--- config.mk ---
export PLATFORM = sky130hd
export DESIGN_NAME = lc3b_cpu
export DESIGN_NICKNAME = d
export VERILOG_FILES = /design/src/lc3b_types.sv /design/src/lc3b_ctrl_pkg.sv /design/src/mem_req_if.sv /design/src/lc3b_cpu.sv /design/src/cpu_datapath.sv /design/src/dcache_ctrlr.sv /design/src/branch_unit.sv /design/src/alu.sv /design/src/regfile.sv /design/src/control_rom.sv
export SDC_FILE = /design/constraint.sdc
export NUM_CORES = 1
export LEC_CHECK = 0
export BUFFER_PORTS_ARGS = -buffer_cell sky130_fd_sc_hd__buf_4
export CORE_ASPECT_RATIO = 0.5
export CORE_MARGIN = 2
export CORE_UTILIZATION = 55
export DETAILED_ROUTE_END_ITERATION = 8
export PLACE_DENSITY = 0.89
export SKIP_LAST_GASP = 1
export SLEW_MARGIN = 20
export SYNTH_ARGS = -nofsm -noshare
export SYNTH_HDL_FRONTEND = slang
export SYNTH_SLANG_ARGS = --single-unit
--- constraint.sdc ---
create_clock -name clk -period 6.6 [get_ports clk]
set_input_delay 0 -clock clk [delete_from_list [all_inputs] [get_ports clk]]
set_output_delay 0 -clock clk [all_outputs]
set_load 0.1 [all_outputs]
--- src/lc3b_types.sv ---
`default_nettype none

package lc3b_types;

	typedef logic [15:0] lc3b_word;
	typedef logic [2:0] lc3b_reg;
	typedef logic [127:0] lc3b_datbus;

	// n, z, p from msb to lsb.
	typedef logic [2:0] lc3b_nzp;

	typedef enum logic [3:0] {
		op_br   = 4'b0000,
		op_add  = 4'b0001,
		op_ldb  = 4'b0010,
		op_stb  = 4'b0011,
		op_jsr  = 4'b0100,
		op_and  = 4'b0101,
		op_ldr  = 4'b0110,
		op_str  = 4'b0111,
		op_rti  = 4'b1000,
		op_not  = 4'b1001,
		op_ldi  = 4'b1010,
		op_sti  = 4'b1011,
		op_jmp  = 4'b1100,
		op_shf  = 4'b1101,
		op_lea  = 4'b1110,
		op_trap = 4'b1111
	} lc3b_opcode;

	localparam lc3b_word LC3B_RESET_PC = 16'h0000;

	// BR with an empty nzp field, used as the pipeline bubble.
	localparam lc3b_word LC3B_NOP = 16'h0000;

	localparam int LINE_WORDS = 8;

endpackage : lc3b_types

`default_nettype wire
--- src/lc3b_ctrl_pkg.sv ---
`default_nettype none

package lc3b_ctrl_pkg;

	typedef enum logic [1:0] {
		alu_add,
		alu_and,
		alu_not,
		alu_pass
	} lc3b_aluop;

	typedef enum logic {
		alub_reg,
		alub_imm
	} lc3b_alub_sel;

	typedef enum logic [1:0] {
		mem_none,
		mem_read,
		mem_write
	} lc3b_memop;

	typedef enum logic {
		wb_alu,
		wb_mem
	} lc3b_wb_sel;

	typedef struct packed {
		lc3b_types::lc3b_opcode opcode;
		lc3b_aluop aluop;
		lc3b_alub_sel alub_sel;
		lc3b_memop memop;
		lc3b_wb_sel wb_sel;
		logic load_regfile;
		logic load_cc;
		logic uses_src1;
		logic uses_src2;
		lc3b_types::lc3b_word imm;
	} lc3b_ctrl_word;

	// control word of a bubble.
	localparam lc3b_ctrl_word CTRL_NOP = '{
		opcode: lc3b_types::op_br,
		aluop: alu_pass,
		alub_sel: alub_reg,
		memop: mem_none,
		wb_sel: wb_alu,
		load_regfile: 1'b0,
		load_cc: 1'b0,
		uses_src1: 1'b0,
		uses_src2: 1'b0,
		imm: 16'h0000
	};

endpackage : lc3b_ctrl_pkg

`default_nettype wire

--- src/mem_req_if.sv ---
`timescale 1ns/1ns
`default_nettype none

interface mem_req_if;

	// request from the ME stage.
	lc3b_types::lc3b_word addr;
	lc3b_types::lc3b_word wdata;
	logic read;
	logic write;

	// word picked out of the returned line.
	lc3b_types::lc3b_word rdata;
	logic done;

	modport core (
		output addr, wdata, read, write,
		input rdata, done
	);

	modport ctrl (
		input addr, wdata, read, write,
		output rdata, done
	);

endinterface : mem_req_if

`default_nettype wire

--- src/lc3b_cpu.sv ---
`timescale 1ns/1ns
`default_nettype none

module lc3b_cpu (
	input logic clk,
	input logic reset,
	input logic icache_resp,
	input lc3b_types::lc3b_datbus icache_rdata,
	output lc3b_types::lc3b_word icache_addr,
	output logic icache_read,
	input logic dcache_resp,
	input lc3b_types::lc3b_datbus dcache_rdata,
	output lc3b_types::lc3b_word dcache_addr,
	output lc3b_types::lc3b_datbus dcache_wdata,
	output lc3b_types::lc3b_word dcache_byte_en,
	output logic dcache_read,
	output logic dcache_write
);

	mem_req_if mem_bus ();
	logic stall;

	cpu_datapath i_cpu_datapath (
		.clk,
		.reset,
		.stall,
		.icache_resp,
		.icache_rdata,
		.icache_addr,
		.icache_read,
		.mem(mem_bus.core)
	);

	dcache_ctrlr i_dcache_ctrlr (
		.clk,
		.reset,
		.mem(mem_bus.ctrl),
		.stall,
		.dcache_resp,
		.dcache_rdata,
		.dcache_addr,
		.dcache_read,
		.dcache_write,
		.dcache_wdata,
		.dcache_byte_en
	);

endmodule : lc3b_cpu

`default_nettype wire

--- src/cpu_datapath.sv ---
`timescale 1ns/1ns
`default_nettype none

module cpu_datapath (
	input logic clk,
	input logic reset,
	input logic stall,
	input logic icache_resp,
	input lc3b_types::lc3b_datbus icache_rdata,
	output lc3b_types::lc3b_word icache_addr,
	output logic icache_read,
	mem_req_if.core mem
);

	lc3b_types::lc3b_word pc, pc_plus2, pc_next, fetch_word;
	logic [$clog2(lc3b_types::LINE_WORDS)-1:0] fetch_lane;

	lc3b_types::lc3b_word ifid_next_pc, ifid_instr;

	lc3b_ctrl_pkg::lc3b_ctrl_word id_ctrl;
	lc3b_types::lc3b_reg id_src1, id_src2, id_dest;
	lc3b_types::lc3b_word id_reg_a, id_reg_b;
	logic raw_ex, raw_me, cc_wait, hazard;

	lc3b_ctrl_pkg::lc3b_ctrl_word idex_ctrl;
	lc3b_types::lc3b_reg idex_dest;
	lc3b_types::lc3b_word idex_next_pc, idex_reg_a, idex_reg_b;

	lc3b_types::lc3b_word alu_b, alu_out, br_target;
	logic br_taken;

	lc3b_ctrl_pkg::lc3b_ctrl_word exme_ctrl;
	lc3b_types::lc3b_reg exme_dest;
	lc3b_types::lc3b_word exme_result, exme_store, me_data;

	lc3b_ctrl_pkg::lc3b_ctrl_word mewb_ctrl;
	lc3b_types::lc3b_reg mewb_dest;
	lc3b_types::lc3b_word mewb_data;
	lc3b_types::lc3b_nzp cc, gen_cc;

	////////////////////////////// IF
	assign pc_plus2 = pc + 16'd2;
	assign pc_next = br_taken ? br_target : pc_plus2;
	assign icache_addr = pc;
	assign icache_read = ~stall;
	assign fetch_lane = pc[3:1];
	assign fetch_word = lc3b_types::lc3b_word'(icache_rdata >> {fetch_lane, 4'h0});

	always_ff @(posedge clk) begin
		if (reset) begin
			pc <= lc3b_types::LC3B_RESET_PC;
			ifid_instr <= lc3b_types::LC3B_NOP;
		end else if (!stall) begin
			if (br_taken) begin
				pc <= pc_next;
				ifid_instr <= lc3b_types::LC3B_NOP;
			end else if (!hazard) begin
				if (icache_resp) begin
					pc <= pc_next;
				end
				// no response yet, so a bubble moves on.
				ifid_instr <= icache_resp ? fetch_word : lc3b_types::LC3B_NOP;
			end
		end
	end

	always_ff @(posedge clk) begin
		if (!stall && !hazard) begin
			ifid_next_pc <= pc_plus2;
		end
	end

	////////////////////////////// ID
	control_rom i_control_rom (
		.instr(ifid_instr),
		.ctrl(id_ctrl),
		.src1(id_src1),
		.src2(id_src2),
		.dest(id_dest)
	);

	regfile i_regfile (
		.clk,
		.reset,
		.load(mewb_ctrl.load_regfile),
		.in(mewb_data),
		.src_a(id_src1),
		.src_b(id_src2),
		.dest(mewb_dest),
		.reg_a(id_reg_a),
		.reg_b(id_reg_b)
	);

	// WB needs no check, the regfile passes its write through.
	assign raw_ex = idex_ctrl.load_regfile
		&& ((id_ctrl.uses_src1 && id_src1 == idex_dest)
		|| (id_ctrl.uses_src2 && id_src2 == idex_dest));
	assign raw_me = exme_ctrl.load_regfile
		&& ((id_ctrl.uses_src1 && id_src1 == exme_dest)
		|| (id_ctrl.uses_src2 && id_src2 == exme_dest));
	assign cc_wait = (id_ctrl.opcode == lc3b_types::op_br) && (id_dest != 3'b000)
		&& (idex_ctrl.load_cc || exme_ctrl.load_cc);
	assign hazard = raw_ex | raw_me | cc_wait;

	always_ff @(posedge clk) begin
		if (reset) begin
			idex_ctrl <= lc3b_ctrl_pkg::CTRL_NOP;
			idex_dest <= 3'b000;
		end else if (!stall) begin
			if (br_taken || hazard) begin
				idex_ctrl <= lc3b_ctrl_pkg::CTRL_NOP;
				idex_dest <= 3'b000;
			end else begin
				idex_ctrl <= id_ctrl;
				idex_dest <= id_dest;
			end
		end
	end

	always_ff @(posedge clk) begin
		if (!stall) begin
			idex_next_pc <= ifid_next_pc;
			idex_reg_a <= id_reg_a;
			idex_reg_b <= id_reg_b;
		end
	end

	////////////////////////////// EX
	assign alu_b = (idex_ctrl.alub_sel == lc3b_ctrl_pkg::alub_imm) ? idex_ctrl.imm : idex_reg_b;

	alu i_alu (
		.aluop(idex_ctrl.aluop),
		.a(idex_reg_a),
		.b(alu_b),
		.f(alu_out)
	);

	branch_unit i_branch_unit (
		.opcode(idex_ctrl.opcode),
		.nzp_field(idex_dest),
		.cc,
		.next_pc(idex_next_pc),
		.offset9(idex_ctrl.imm),
		.base(idex_reg_a),
		.target(br_target),
		.taken(br_taken)
	);

	always_ff @(posedge clk) begin
		if (reset) begin
			exme_ctrl <= lc3b_ctrl_pkg::CTRL_NOP;
			exme_dest <= 3'b000;
		end else if (!stall) begin
			exme_ctrl <= idex_ctrl;
			exme_dest <= idex_dest;
		end
	end

	// alu result doubles as the memory address.
	always_ff @(posedge clk) begin
		if (!stall) begin
			exme_result <= alu_out;
			exme_store <= idex_reg_b;
		end
	end

	////////////////////////////// ME
	assign mem.addr = exme_result;
	assign mem.wdata = exme_store;
	assign mem.read = (exme_ctrl.memop == lc3b_ctrl_pkg::mem_read);
	assign mem.write = (exme_ctrl.memop == lc3b_ctrl_pkg::mem_write);
	assign me_data = (exme_ctrl.wb_sel == lc3b_ctrl_pkg::wb_mem) ? mem.rdata : exme_result;

	always_ff @(posedge clk) begin
		if (reset) begin
			mewb_ctrl <= lc3b_ctrl_pkg::CTRL_NOP;
			mewb_dest <= 3'b000;
		end else if (!stall) begin
			mewb_ctrl <= exme_ctrl;
			mewb_dest <= exme_dest;
		end
	end

	always_ff @(posedge clk) begin
		if (!stall) begin
			mewb_data <= me_data;
		end
	end

	////////////////////////////// WB
	assign gen_cc[2] = mewb_data[15];
	assign gen_cc[1] = (mewb_data == 16'h0000);
	assign gen_cc[0] = ~mewb_data[15] && (mewb_data != 16'h0000);

	always_ff @(posedge clk) begin
		if (reset) begin
			cc <= 3'b010;
		end else if (mewb_ctrl.load_cc) begin
			cc <= gen_cc;
		end
	end

endmodule : cpu_datapath

`default_nettype wire

--- src/dcache_ctrlr.sv ---
`timescale 1ns/1ns
`default_nettype none

module dcache_ctrlr (
	input logic clk,
	input logic reset,
	mem_req_if.ctrl mem,
	output logic stall,
	input logic dcache_resp,
	input lc3b_types::lc3b_datbus dcache_rdata,
	output lc3b_types::lc3b_word dcache_addr,
	output logic dcache_read,
	output logic dcache_write,
	output lc3b_types::lc3b_datbus dcache_wdata,
	output lc3b_types::lc3b_word dcache_byte_en
);

	typedef enum logic {
		dc_idle,
		dc_busy
	} dc_state_t;

	dc_state_t state;
	logic req;
	logic [$clog2(lc3b_types::LINE_WORDS)-1:0] lane;

	assign req = mem.read | mem.write;
	assign lane = mem.addr[3:1];

	// a request seen in idle is issued to the cache the next cycle.
	always_ff @(posedge clk) begin
		if (reset) begin
			state <= dc_idle;
		end else begin
			case (state)
				dc_idle: begin
					if (req) begin
						state <= dc_busy;
					end
				end
				default: begin
					if (dcache_resp) begin
						state <= dc_idle;
					end
				end
			endcase
		end
	end

	assign dcache_read = (state == dc_busy) & mem.read;
	assign dcache_write = (state == dc_busy) & mem.write;
	assign dcache_addr = mem.addr;

	// word lanes.
	assign dcache_wdata = lc3b_types::lc3b_datbus'(mem.wdata) << {lane, 4'h0};
	assign dcache_byte_en = 16'h0003 << {lane, 1'b0};
	assign mem.rdata = lc3b_types::lc3b_word'(dcache_rdata >> {lane, 4'h0});

	assign mem.done = (state == dc_busy) & dcache_resp;
	assign stall = req & ~mem.done;

endmodule : dcache_ctrlr

`default_nettype wire

--- src/branch_unit.sv ---
`timescale 1ns/1ns
`default_nettype none

module branch_unit (
	input lc3b_types::lc3b_opcode opcode,
	input lc3b_types::lc3b_nzp nzp_field,
	input lc3b_types::lc3b_nzp cc,
	input lc3b_types::lc3b_word next_pc,
	input lc3b_types::lc3b_word offset9,
	input lc3b_types::lc3b_word base,
	output lc3b_types::lc3b_word target,
	output logic taken
);

	logic is_br;
	logic is_jmp;
	lc3b_types::lc3b_word br_target;

	assign is_br = (opcode == lc3b_types::op_br);
	assign is_jmp = (opcode == lc3b_types::op_jmp);

	// pc-relative offset counts words.
	assign br_target = next_pc + {offset9[14:0], 1'b0};

	// an empty nzp field never matches, so bubbles fall through.
	assign taken = (is_br && |(nzp_field & cc)) || is_jmp;
	assign target = is_jmp ? base : br_target;

endmodule : branch_unit

`default_nettype wire

--- src/alu.sv ---
`timescale 1ns/1ns
`default_nettype none

module alu (
	input lc3b_ctrl_pkg::lc3b_aluop aluop,
	input lc3b_types::lc3b_word a,
	input lc3b_types::lc3b_word b,
	output lc3b_types::lc3b_word f
);

	// base plus offset for LDR and STR goes through alu_add.
	always_comb begin
		case (aluop)
			lc3b_ctrl_pkg::alu_add: begin
				f = a + b;
			end
			lc3b_ctrl_pkg::alu_and: begin
				f = a & b;
			end
			lc3b_ctrl_pkg::alu_not: begin
				f = ~a;
			end
			default: begin
				f = a;
			end
		endcase
	end

endmodule : alu

`default_nettype wire

--- src/regfile.sv ---
`timescale 1ns/1ns
`default_nettype none

module regfile (
	input logic clk,
	input logic reset,
	input logic load,
	input lc3b_types::lc3b_word in,
	input lc3b_types::lc3b_reg src_a,
	input lc3b_types::lc3b_reg src_b,
	input lc3b_types::lc3b_reg dest,
	output lc3b_types::lc3b_word reg_a,
	output lc3b_types::lc3b_word reg_b
);

	lc3b_types::lc3b_word data [8];

	always_ff @(posedge clk) begin
		if (reset) begin
			for (int i = 0; i < 8; i++) begin
				data[i] <= '0;
			end
		end else if (load) begin
			data[dest] <= in;
		end
	end

	// a value written this cycle is seen by the reader.
	assign reg_a = (load && src_a == dest) ? in : data[src_a];
	assign reg_b = (load && src_b == dest) ? in : data[src_b];

endmodule : regfile

`default_nettype wire

--- src/control_rom.sv ---
`timescale 1ns/1ns
`default_nettype none

module control_rom (
	input lc3b_types::lc3b_word instr,
	output lc3b_ctrl_pkg::lc3b_ctrl_word ctrl,
	output lc3b_types::lc3b_reg src1,
	output lc3b_types::lc3b_reg src2,
	output lc3b_types::lc3b_reg dest
);

	lc3b_types::lc3b_opcode opcode;

	assign opcode = lc3b_types::lc3b_opcode'(instr[15:12]);

	assign src1 = instr[8:6];
	// STR reads its data register from the dest field.
	assign src2 = (opcode == lc3b_types::op_str) ? instr[11:9] : instr[2:0];
	assign dest = instr[11:9];

	always_comb begin
		ctrl = lc3b_ctrl_pkg::CTRL_NOP;
		ctrl.opcode = opcode;
		case (opcode)
			lc3b_types::op_add, lc3b_types::op_and: begin
				ctrl.aluop = (opcode == lc3b_types::op_add) ? lc3b_ctrl_pkg::alu_add
					: lc3b_ctrl_pkg::alu_and;
				ctrl.alub_sel = instr[5] ? lc3b_ctrl_pkg::alub_imm : lc3b_ctrl_pkg::alub_reg;
				ctrl.imm = {{11{instr[4]}}, instr[4:0]};
				ctrl.load_regfile = 1'b1;
				ctrl.load_cc = 1'b1;
				ctrl.uses_src1 = 1'b1;
				ctrl.uses_src2 = ~instr[5];
			end
			lc3b_types::op_not: begin
				ctrl.aluop = lc3b_ctrl_pkg::alu_not;
				ctrl.load_regfile = 1'b1;
				ctrl.load_cc = 1'b1;
				ctrl.uses_src1 = 1'b1;
			end
			lc3b_types::op_br: begin
				ctrl.imm = {{7{instr[8]}}, instr[8:0]};
			end
			lc3b_types::op_jmp: begin
				ctrl.uses_src1 = 1'b1;
			end
			lc3b_types::op_ldr, lc3b_types::op_str: begin
				ctrl.aluop = lc3b_ctrl_pkg::alu_add;
				ctrl.alub_sel = lc3b_ctrl_pkg::alub_imm;
				// offset6 is a word offset.
				ctrl.imm = {{9{instr[5]}}, instr[5:0], 1'b0};
				ctrl.uses_src1 = 1'b1;
				if (opcode == lc3b_types::op_ldr) begin
					ctrl.memop = lc3b_ctrl_pkg::mem_read;
					ctrl.wb_sel = lc3b_ctrl_pkg::wb_mem;
					ctrl.load_regfile = 1'b1;
					ctrl.load_cc = 1'b1;
				end else begin
					ctrl.memop = lc3b_ctrl_pkg::mem_write;
					ctrl.uses_src2 = 1'b1;
				end
			end
			default: begin
				ctrl = lc3b_ctrl_pkg::CTRL_NOP;
			end
		endcase
	end

endmodule : control_rom

`default_nettype wire

Yosys cells after proc, flatten, opt, wreduce, memory -nomap -nowiden
Memory sizes are Yosys's and may differ from the RTL's. A register that Yosys moved wholly into a read port is not among the register bits.
Cells that the tools add are included.
{"block": "word_totals", "register_bits": 192, "mem_bits_rw": 128, "inputBits": 260, "output_inout_bits": 179, "wordCells": 147, "mem_count": 1}
{"name": "i_cpu_datapath.i_regfile.data", "depth": 8, "word_bits": 16, "rd": 2, "rd_clocked_by_memory_dff": 1, "wr": 8, "line_no": "regfile.sv:16", "source": "lc3b_types::lc3b_word data [8];"}
{"block": "op_classes", "addsub": 3, "n_eq_ne": 18, "n_shift": 4, "muxes": 42, "n_bitwise": 14, "reduce_logical": 37}
{"cell": "$shr A128 B7 Y16", "n": 2}
{"cell": "$mux W16", "n": 13}
{"cell": "$shl A16 B7 Y128", "n": 1}
{"cell": "$pmux W16 S3", "n": 2}
{"cell": "$add A16 B16 Y16", "n": 2}
{"cell": "$mux W30", "n": 1}
{"cell": "$mux W3", "n": 7}
{"cell": "$eq A3 B3 Y1", "n": 6}
{"cell": "$add A16 B2 Y16 const B", "n": 1}
{"cell": "$and A16 B16 Y16", "n": 1}
{"cell": "$logic_not A16 Y1", "n": 1}
{"cell": "$not A16 Y16", "n": 1}
{"cell": "$reduce_bool A16 Y1", "n": 1}
{"cell": "$reduce_or A16 Y1", "n": 1}
{"cell": "$shl A2 B4 Y16 const A", "n": 1}
{"cell": "$logic_and A1 B1 Y1", "n": 13}
{"cell": "$mux W1", "n": 13}
{"cell": "$eq A4 B3 Y1 const B", "n": 3}
{"cell": "$eq A4 B4 Y1 const B", "n": 3}
{"cell": "$logic_not A4 Y1", "n": 3}
{"cell": "$reduce_or A7 Y1", "n": 1}
{"cell": "$pmux W2 S3", "n": 1}
{"cell": "$reduce_or A3 Y1", "n": 2}
{"cell": "$reduce_or A6 Y1", "n": 1}
{"cell": "20 further kinds", "n": 37}

Depth between registers and ports, before layout
{"block": "depth", "depth_word": 12, "depth_mapped": 12, "depth_no_buf": 10}

By module
A second synthesis with hierarchy kept.
{"block": "hier_totals", "hier_cells": 1669, "hier_area_um2": 20309.5}
{"mod": "cpu_datapath", "n_inst": 1, "cells_per_inst": 540, "area_each_um2": 8010.2, "seq_area_each_um2": 4944.7}
{"mod": "regfile", "n_inst": 1, "cells_per_inst": 445, "area_each_um2": 7453.4, "seq_area_each_um2": 3843.7}
{"mod": "dcache_ctrlr", "n_inst": 1, "cells_per_inst": 313, "area_each_um2": 2213.4, "seq_area_each_um2": 20.0}
{"mod": "alu", "n_inst": 1, "cells_per_inst": 173, "area_each_um2": 1270.0, "seq_area_each_um2": 0.0}
{"mod": "branch_unit", "n_inst": 1, "cells_per_inst": 123, "area_each_um2": 879.6, "seq_area_each_um2": 0.0}
{"mod": "control_rom", "n_inst": 1, "cells_per_inst": 75, "area_each_um2": 483.0, "seq_area_each_um2": 0.0}

Worst setup path after synthesis
Ideal clock, no wire load.
{"block": "synth_path", "kind": "reg2reg", "start": "reg i_cpu_datapath.exme_ctrl[21] (netlist bit)", "end": "reg i_cpu_datapath.idex_next_pc[0] (enable)", "setup_ps": 538, "arrival_time_ps": 4658, "required_ps": 6062, "setup_slack_ps": 1403, "stages_incl_launch_ff": 7, "path_buffers": 2, "period_less_slack_ps": 5197, "path_cell_list": "dfxtp_1 clkbuf_1 inv_1 ha_1 a21oi_1 clkinv_1 clkbuf_1"}
{"block": "synth_via", "elab_chain_cells": 3, "elab_cells_between_ends": 4, "cone_classes": "eq/ne (2); bitwise (2)"}
{"element": "start: declaration", "line_no": "cpu_datapath.sv:32", "source": "lc3b_ctrl_pkg::lc3b_ctrl_word exme_ctrl;"}
{"element": "start signal: assignment", "line_no": "cpu_datapath.sv:151", "source": "exme_ctrl <= lc3b_ctrl_pkg::CTRL_NOP;"}
{"element": "start signal: assignment", "line_no": "cpu_datapath.sv:154", "source": "exme_ctrl <= idex_ctrl;"}
{"element": "$eq A2 B1 Y1 / $eq A2 B2 Y1 (equally long branches)", "line_no": "cpu_datapath.sv:170, cpu_datapath.sv:171"}
{"element": "$or A1 B1 Y1 (*)", "line_no": "dcache_ctrlr.sv:27", "source": "assign req = mem.read | mem.write;"}
{"element": "$and A1 B1 Y1 (*)", "line_no": "dcache_ctrlr.sv:60", "source": "assign stall = req & ~mem.done;"}
{"element": "end signal: assignment", "line_no": "cpu_datapath.sv:122", "source": "idex_next_pc <= ifid_next_pc;"}
{"element": "end: declaration", "line_no": "cpu_datapath.sv:27", "source": "lc3b_types::lc3b_word idex_next_pc, idex_reg_a, idex_reg_b;"}
Every way passes the cells marked *; elsewhere a longest branch is shown, timed or not.
A chain may end at the register's enable or synchronous reset.

Worst setup path after layout
{"block": "layout_path", "start": "reg i_cpu_datapath.ifid_instr[15]", "end": "reg i_cpu_datapath.ifid_instr[6]"}
{"block": "layout_via", "elab_chain_cells": 10, "elab_cells_between_ends": 33, "cone_classes": "eq/ne (9); mux (5); bitwise (2); reduce/logical (17)"}
{"element": "start: declaration", "line_no": "cpu_datapath.sv:18", "source": "lc3b_types::lc3b_word ifid_next_pc, ifid_instr;"}
{"element": "start signal: assignment", "line_no": "cpu_datapath.sv:52", "source": "ifid_instr <= lc3b_types::LC3B_NOP;"}
{"element": "start signal: assignment", "line_no": "cpu_datapath.sv:56", "source": "ifid_instr <= lc3b_types::LC3B_NOP;"}
{"element": "start signal: assignment", "line_no": "cpu_datapath.sv:62", "source": "ifid_instr <= icache_resp ? fetch_word : lc3b_types::LC3B_NOP;"}
{"element": "$eq A4 B3 Y1, or another cell as far along", "line_no": "control_rom.sv:18, control_rom.sv:24"}
{"element": "$reduce_or A6 Y1 (no line), or another cell as far along"}
{"element": "$mux W1, or another cell as far along", "line_no": "control_rom.sv:24", "source": "case (opcode)"}
{"element": "$logic_and A1 B1 Y1, on equally long branches"}
{"element": "$logic_or A1 B1 Y1, on equally long branches", "line_no": "cpu_datapath.sv:97, cpu_datapath.sv:100"}
{"element": "$logic_and A1 B1 Y1, on equally long branches", "line_no": "cpu_datapath.sv:96, cpu_datapath.sv:99"}
{"element": "$or A1 B1 Y1", "line_no": "cpu_datapath.sv:103", "source": "assign hazard = raw_ex | raw_me | cc_wait;"}
{"element": "$or A1 B1 Y1 (*)", "line_no": "cpu_datapath.sv:103"}
{"element": "$ne A2 B2 Y1 (no line) (*)"}
{"element": "$reduce_and A2 Y1 (no line) (*)"}
Marks and branches as above.

==> results.md <==
* Status: finished clean
* Worst-Skew Late Latency at around 0.56 ns
* Register area share after synthesis at 0.447
* Top cells by area, synth: edfxtp_1, mux4_2, and2_1
* Maxcap violations at 0
* Setup TNS at 0 ns
* Hold_buf cts at 3
* Pwr Density at a little under 300 nW/µm²
* Critical R2R Launch: i_cpu_datapath.ifid_instr[15]$_SDFFE_PP0P_
* Synthesized area at between 15000 and 20000 µm²
* Worst hold start: dcache_rdata[74]
* WL met3 at 11000 µm
* PortBufs at 438
* Final-report hold violation count at 0
* Dominant synthesized flop cell: edfxtp_1
* Most common cell in the netlist: and2_1
* Critical path class: reg -> reg
* HP Class: in -> reg
* Finished Layout Cells at around 2700
* RSZ-0062 raised after global routing: no
* Initial DRC count at roughly 3000
* Wire per inst at approximately 26 µm
* Crit path launch: i_cpu_datapath.ifid_instr[15]$_SDFFE_PP0P_
* Yosys reg bits at ~310
* Number of global-route vias before repair at about 16000
* Synth cell count leaders: and2_1, edfxtp_1, nand2_1
* Placer Congestion at about 0.99
* Slew at the pin closest to its max-slew limit at 1.14 ns
* Area of the core at between 30000 and 40000 µm²
* Total power draw at a little over 0.007 W
* Final ANT Viol Nets at 0
* Mapped Nets at about 2100
* Post-CTS setup buffer count at 0
* Clock Sinks at just over 300
* Max-slew violations at 0
* CTS tree: yes
* Final setup vio count at 0
* Synth Area per Inst at approximately 11 µm²
* Yosys top cell by area: edfxtp_1
* DIE HEIGHT at between 100 and 150 µm
* Htree depth at 1
* Antenna violations before repair at 9
* Critical Path AT at roughly 4.6 ns
* Yosys cell types at between 70 and 80
* GRT Total Usage at 0.362
* Peak Freq at between 0.2 and 0.25 GHz
* First-pass GRT wire length at between 90000 and 100000 µm
* Met1 wire length at roughly 26000 µm
* Cts bufs inserted at 28
* Initial Utilization at 0.559
* Slew HR at 0.234
* Met2 WL at about 30000 µm
* VDD IR max at 0.193 mV
* Final #Nets at about 2400
* Die span in x at between 200 and 300 µm
* Leak pwr at 9.83 nW
* PostCTS Resize Cnt at 0
* I/O Pins at between 400 and 500
* Period utilization at 0.627
* Top cell type's share of synthesized area at 0.374
* Worst endpoint required time at between 7 and 8 ns
* DPL Wire Length at a little under 50000 µm
* Largest net degree at the start of global routing at 68
* Async SR Flop Fraction at 0
* Post-synth EDFFs at 240
* Root Buffer: clkbuf_16
* Clock period minus worst slack at 4.14 ns
* Cells after synthesis at 1799
* Remaining routing DRC violations at 0
* DR vias/cell at 6.45
* Die area at 36700 µm²
* Drt total wl at about 70000 µm
* Gr ovfl total at 0
* Synth-to-layout area growth at 23.8%
* Crit Path Max Fanout at 67
* Layout cells sized above 1 at 0.309
* Worst setup EP type: flip-flop
* Routed via count at roughly 17000
* Placed Cells at roughly 2600
* Num rows at 48
* Crit start category: flip-flop
* Skew final at roughly 0.011 ns
* YS warnings at 0
* Worst hold slack at 0.0420 ns
* Clk buf depth at 3
* Top sig layer: met5
* Drt first pass iters at 7
* Clk slew on worst S/H paths at ~0.08 ns
[final timing paths]
kind	endpoint	slack [ns]	cells past startpoint
setup / recovery	i_cpu_datapath.ifid_instr[6]$_SDFFE_PP0P_	2.46	8
hold / removal	i_cpu_datapath.mewb_data[10]$_DFFE_PN_	0.04	4
setup reg to reg	i_cpu_datapath.ifid_instr[6]$_SDFFE_PP0P_	2.46	8
hold reg to reg	i_cpu_datapath.idex_next_pc[5]$_DFFE_PN_	0.42	0
[routing by layer]
metal,up-vias,global-route usage
li1,7307,-
met1,8219,0.505
met2,1363,0.530
met3,203,0.132
met4,12,0.103
met5,-,0.0203
[power breakdown]
part | switching [W] | internal, W | leakage, nW
Clock | 0.000738 | 0.000955 | 0.454
Sequential | 0.000385 | 0.00235 | 3.17
Combinational | 0.00184 | 0.000834 | 6.20
Total | 0.00296 | 0.00413 | 9.83
[state kept, by name, summed over array words and instances (netlist names), named ones only]
| name | cells |
|---|---|
| i_cpu_datapath.mem.addr | 16 |
| i_cpu_datapath.exme_ctrl | 3 |
| i_cpu_datapath.mewb_ctrl | 1 |
| i_cpu_datapath.idex_next_pc | 16 |
| i_cpu_datapath.idex_reg_a | 16 |
| i_cpu_datapath.mewb_dest | 3 |
| i_dcache_ctrlr.state | 1 |
| i_cpu_datapath.icache_addr | 16 |
| i_cpu_datapath.ifid_instr | 16 |
| i_cpu_datapath.idex_dest | 3 |
| i_cpu_datapath.mewb_data | 16 |
| i_cpu_datapath.mem.wdata | 16 |
| i_cpu_datapath.ifid_next_pc | 16 |
| i_cpu_datapath.exme_dest | 3 |
| i_cpu_datapath.idex_reg_b | 16 |
| i_cpu_datapath.i_regfile.data | 128 |
| i_cpu_datapath.cc | 3 |
| i_cpu_datapath.idex_ctrl | 19 |
[metrics by stage]
stage                util  instance area, µm²  setup slack [ns]
floorplan               -               19300              1.40
global placement    0.663               22900              2.59
detailed placement  0.663               22900              2.56
CTS                 0.691               23900              2.53
global route        0.691               23900              2.30
finish              0.691               23900              2.46
[logic make-up after synthesis]
group,Yosys count,share of synthesized area
adders and majority gates,35,0.0235
buffers and inverters,186,0.0398
AOI/OAI and AO/OA,329,0.121
DFF,311,0.447
muxes,165,0.149
and+or+nand+nor,706,0.189
xor gates and xnor gates,67,0.0304
[worst max-delay path, cell delays in order, from the launching register on]
cell      delay (ns)
dfxtp_1         0.59
nand4b_4        0.31
mux2i_4         0.24
buf_4           0.63
mux2_4          0.37
a311oi_4        0.37
nand2_1         0.60
a21o_1          0.57
a31o_2          0.34
[layout make-up]
type | count | area [µm²]
Clock inverter | 15 | 154
Clock buffer | 36 | 783
Tap cell | 475 | 594
Inverter | 31 | 119
Sequential cell | 311 | 8630
Multi-Input combinational cell | 1302 | 9980
Timing Repair Buffer | 480 | 3610
Antenna cell | 1 | 2.50
Fill cell | 2386 | 10700
[placed cells by master, fill, tap and decap left out, types with 46 or more instances in the layout]
cell,Yosys,routed
edfxtp_1,240,240
mux2i_1,54,53
o21ai_0,70,64
nand2_1,210,210
nand3_1,46,46
buf_4,10,477
and2_1,259,259
a21oi_1,78,77
nor2_1,88,87
dfxtp_1,71,68
mux4_2,96,96
No activity file was read; power rests on OpenSTA's default activity.
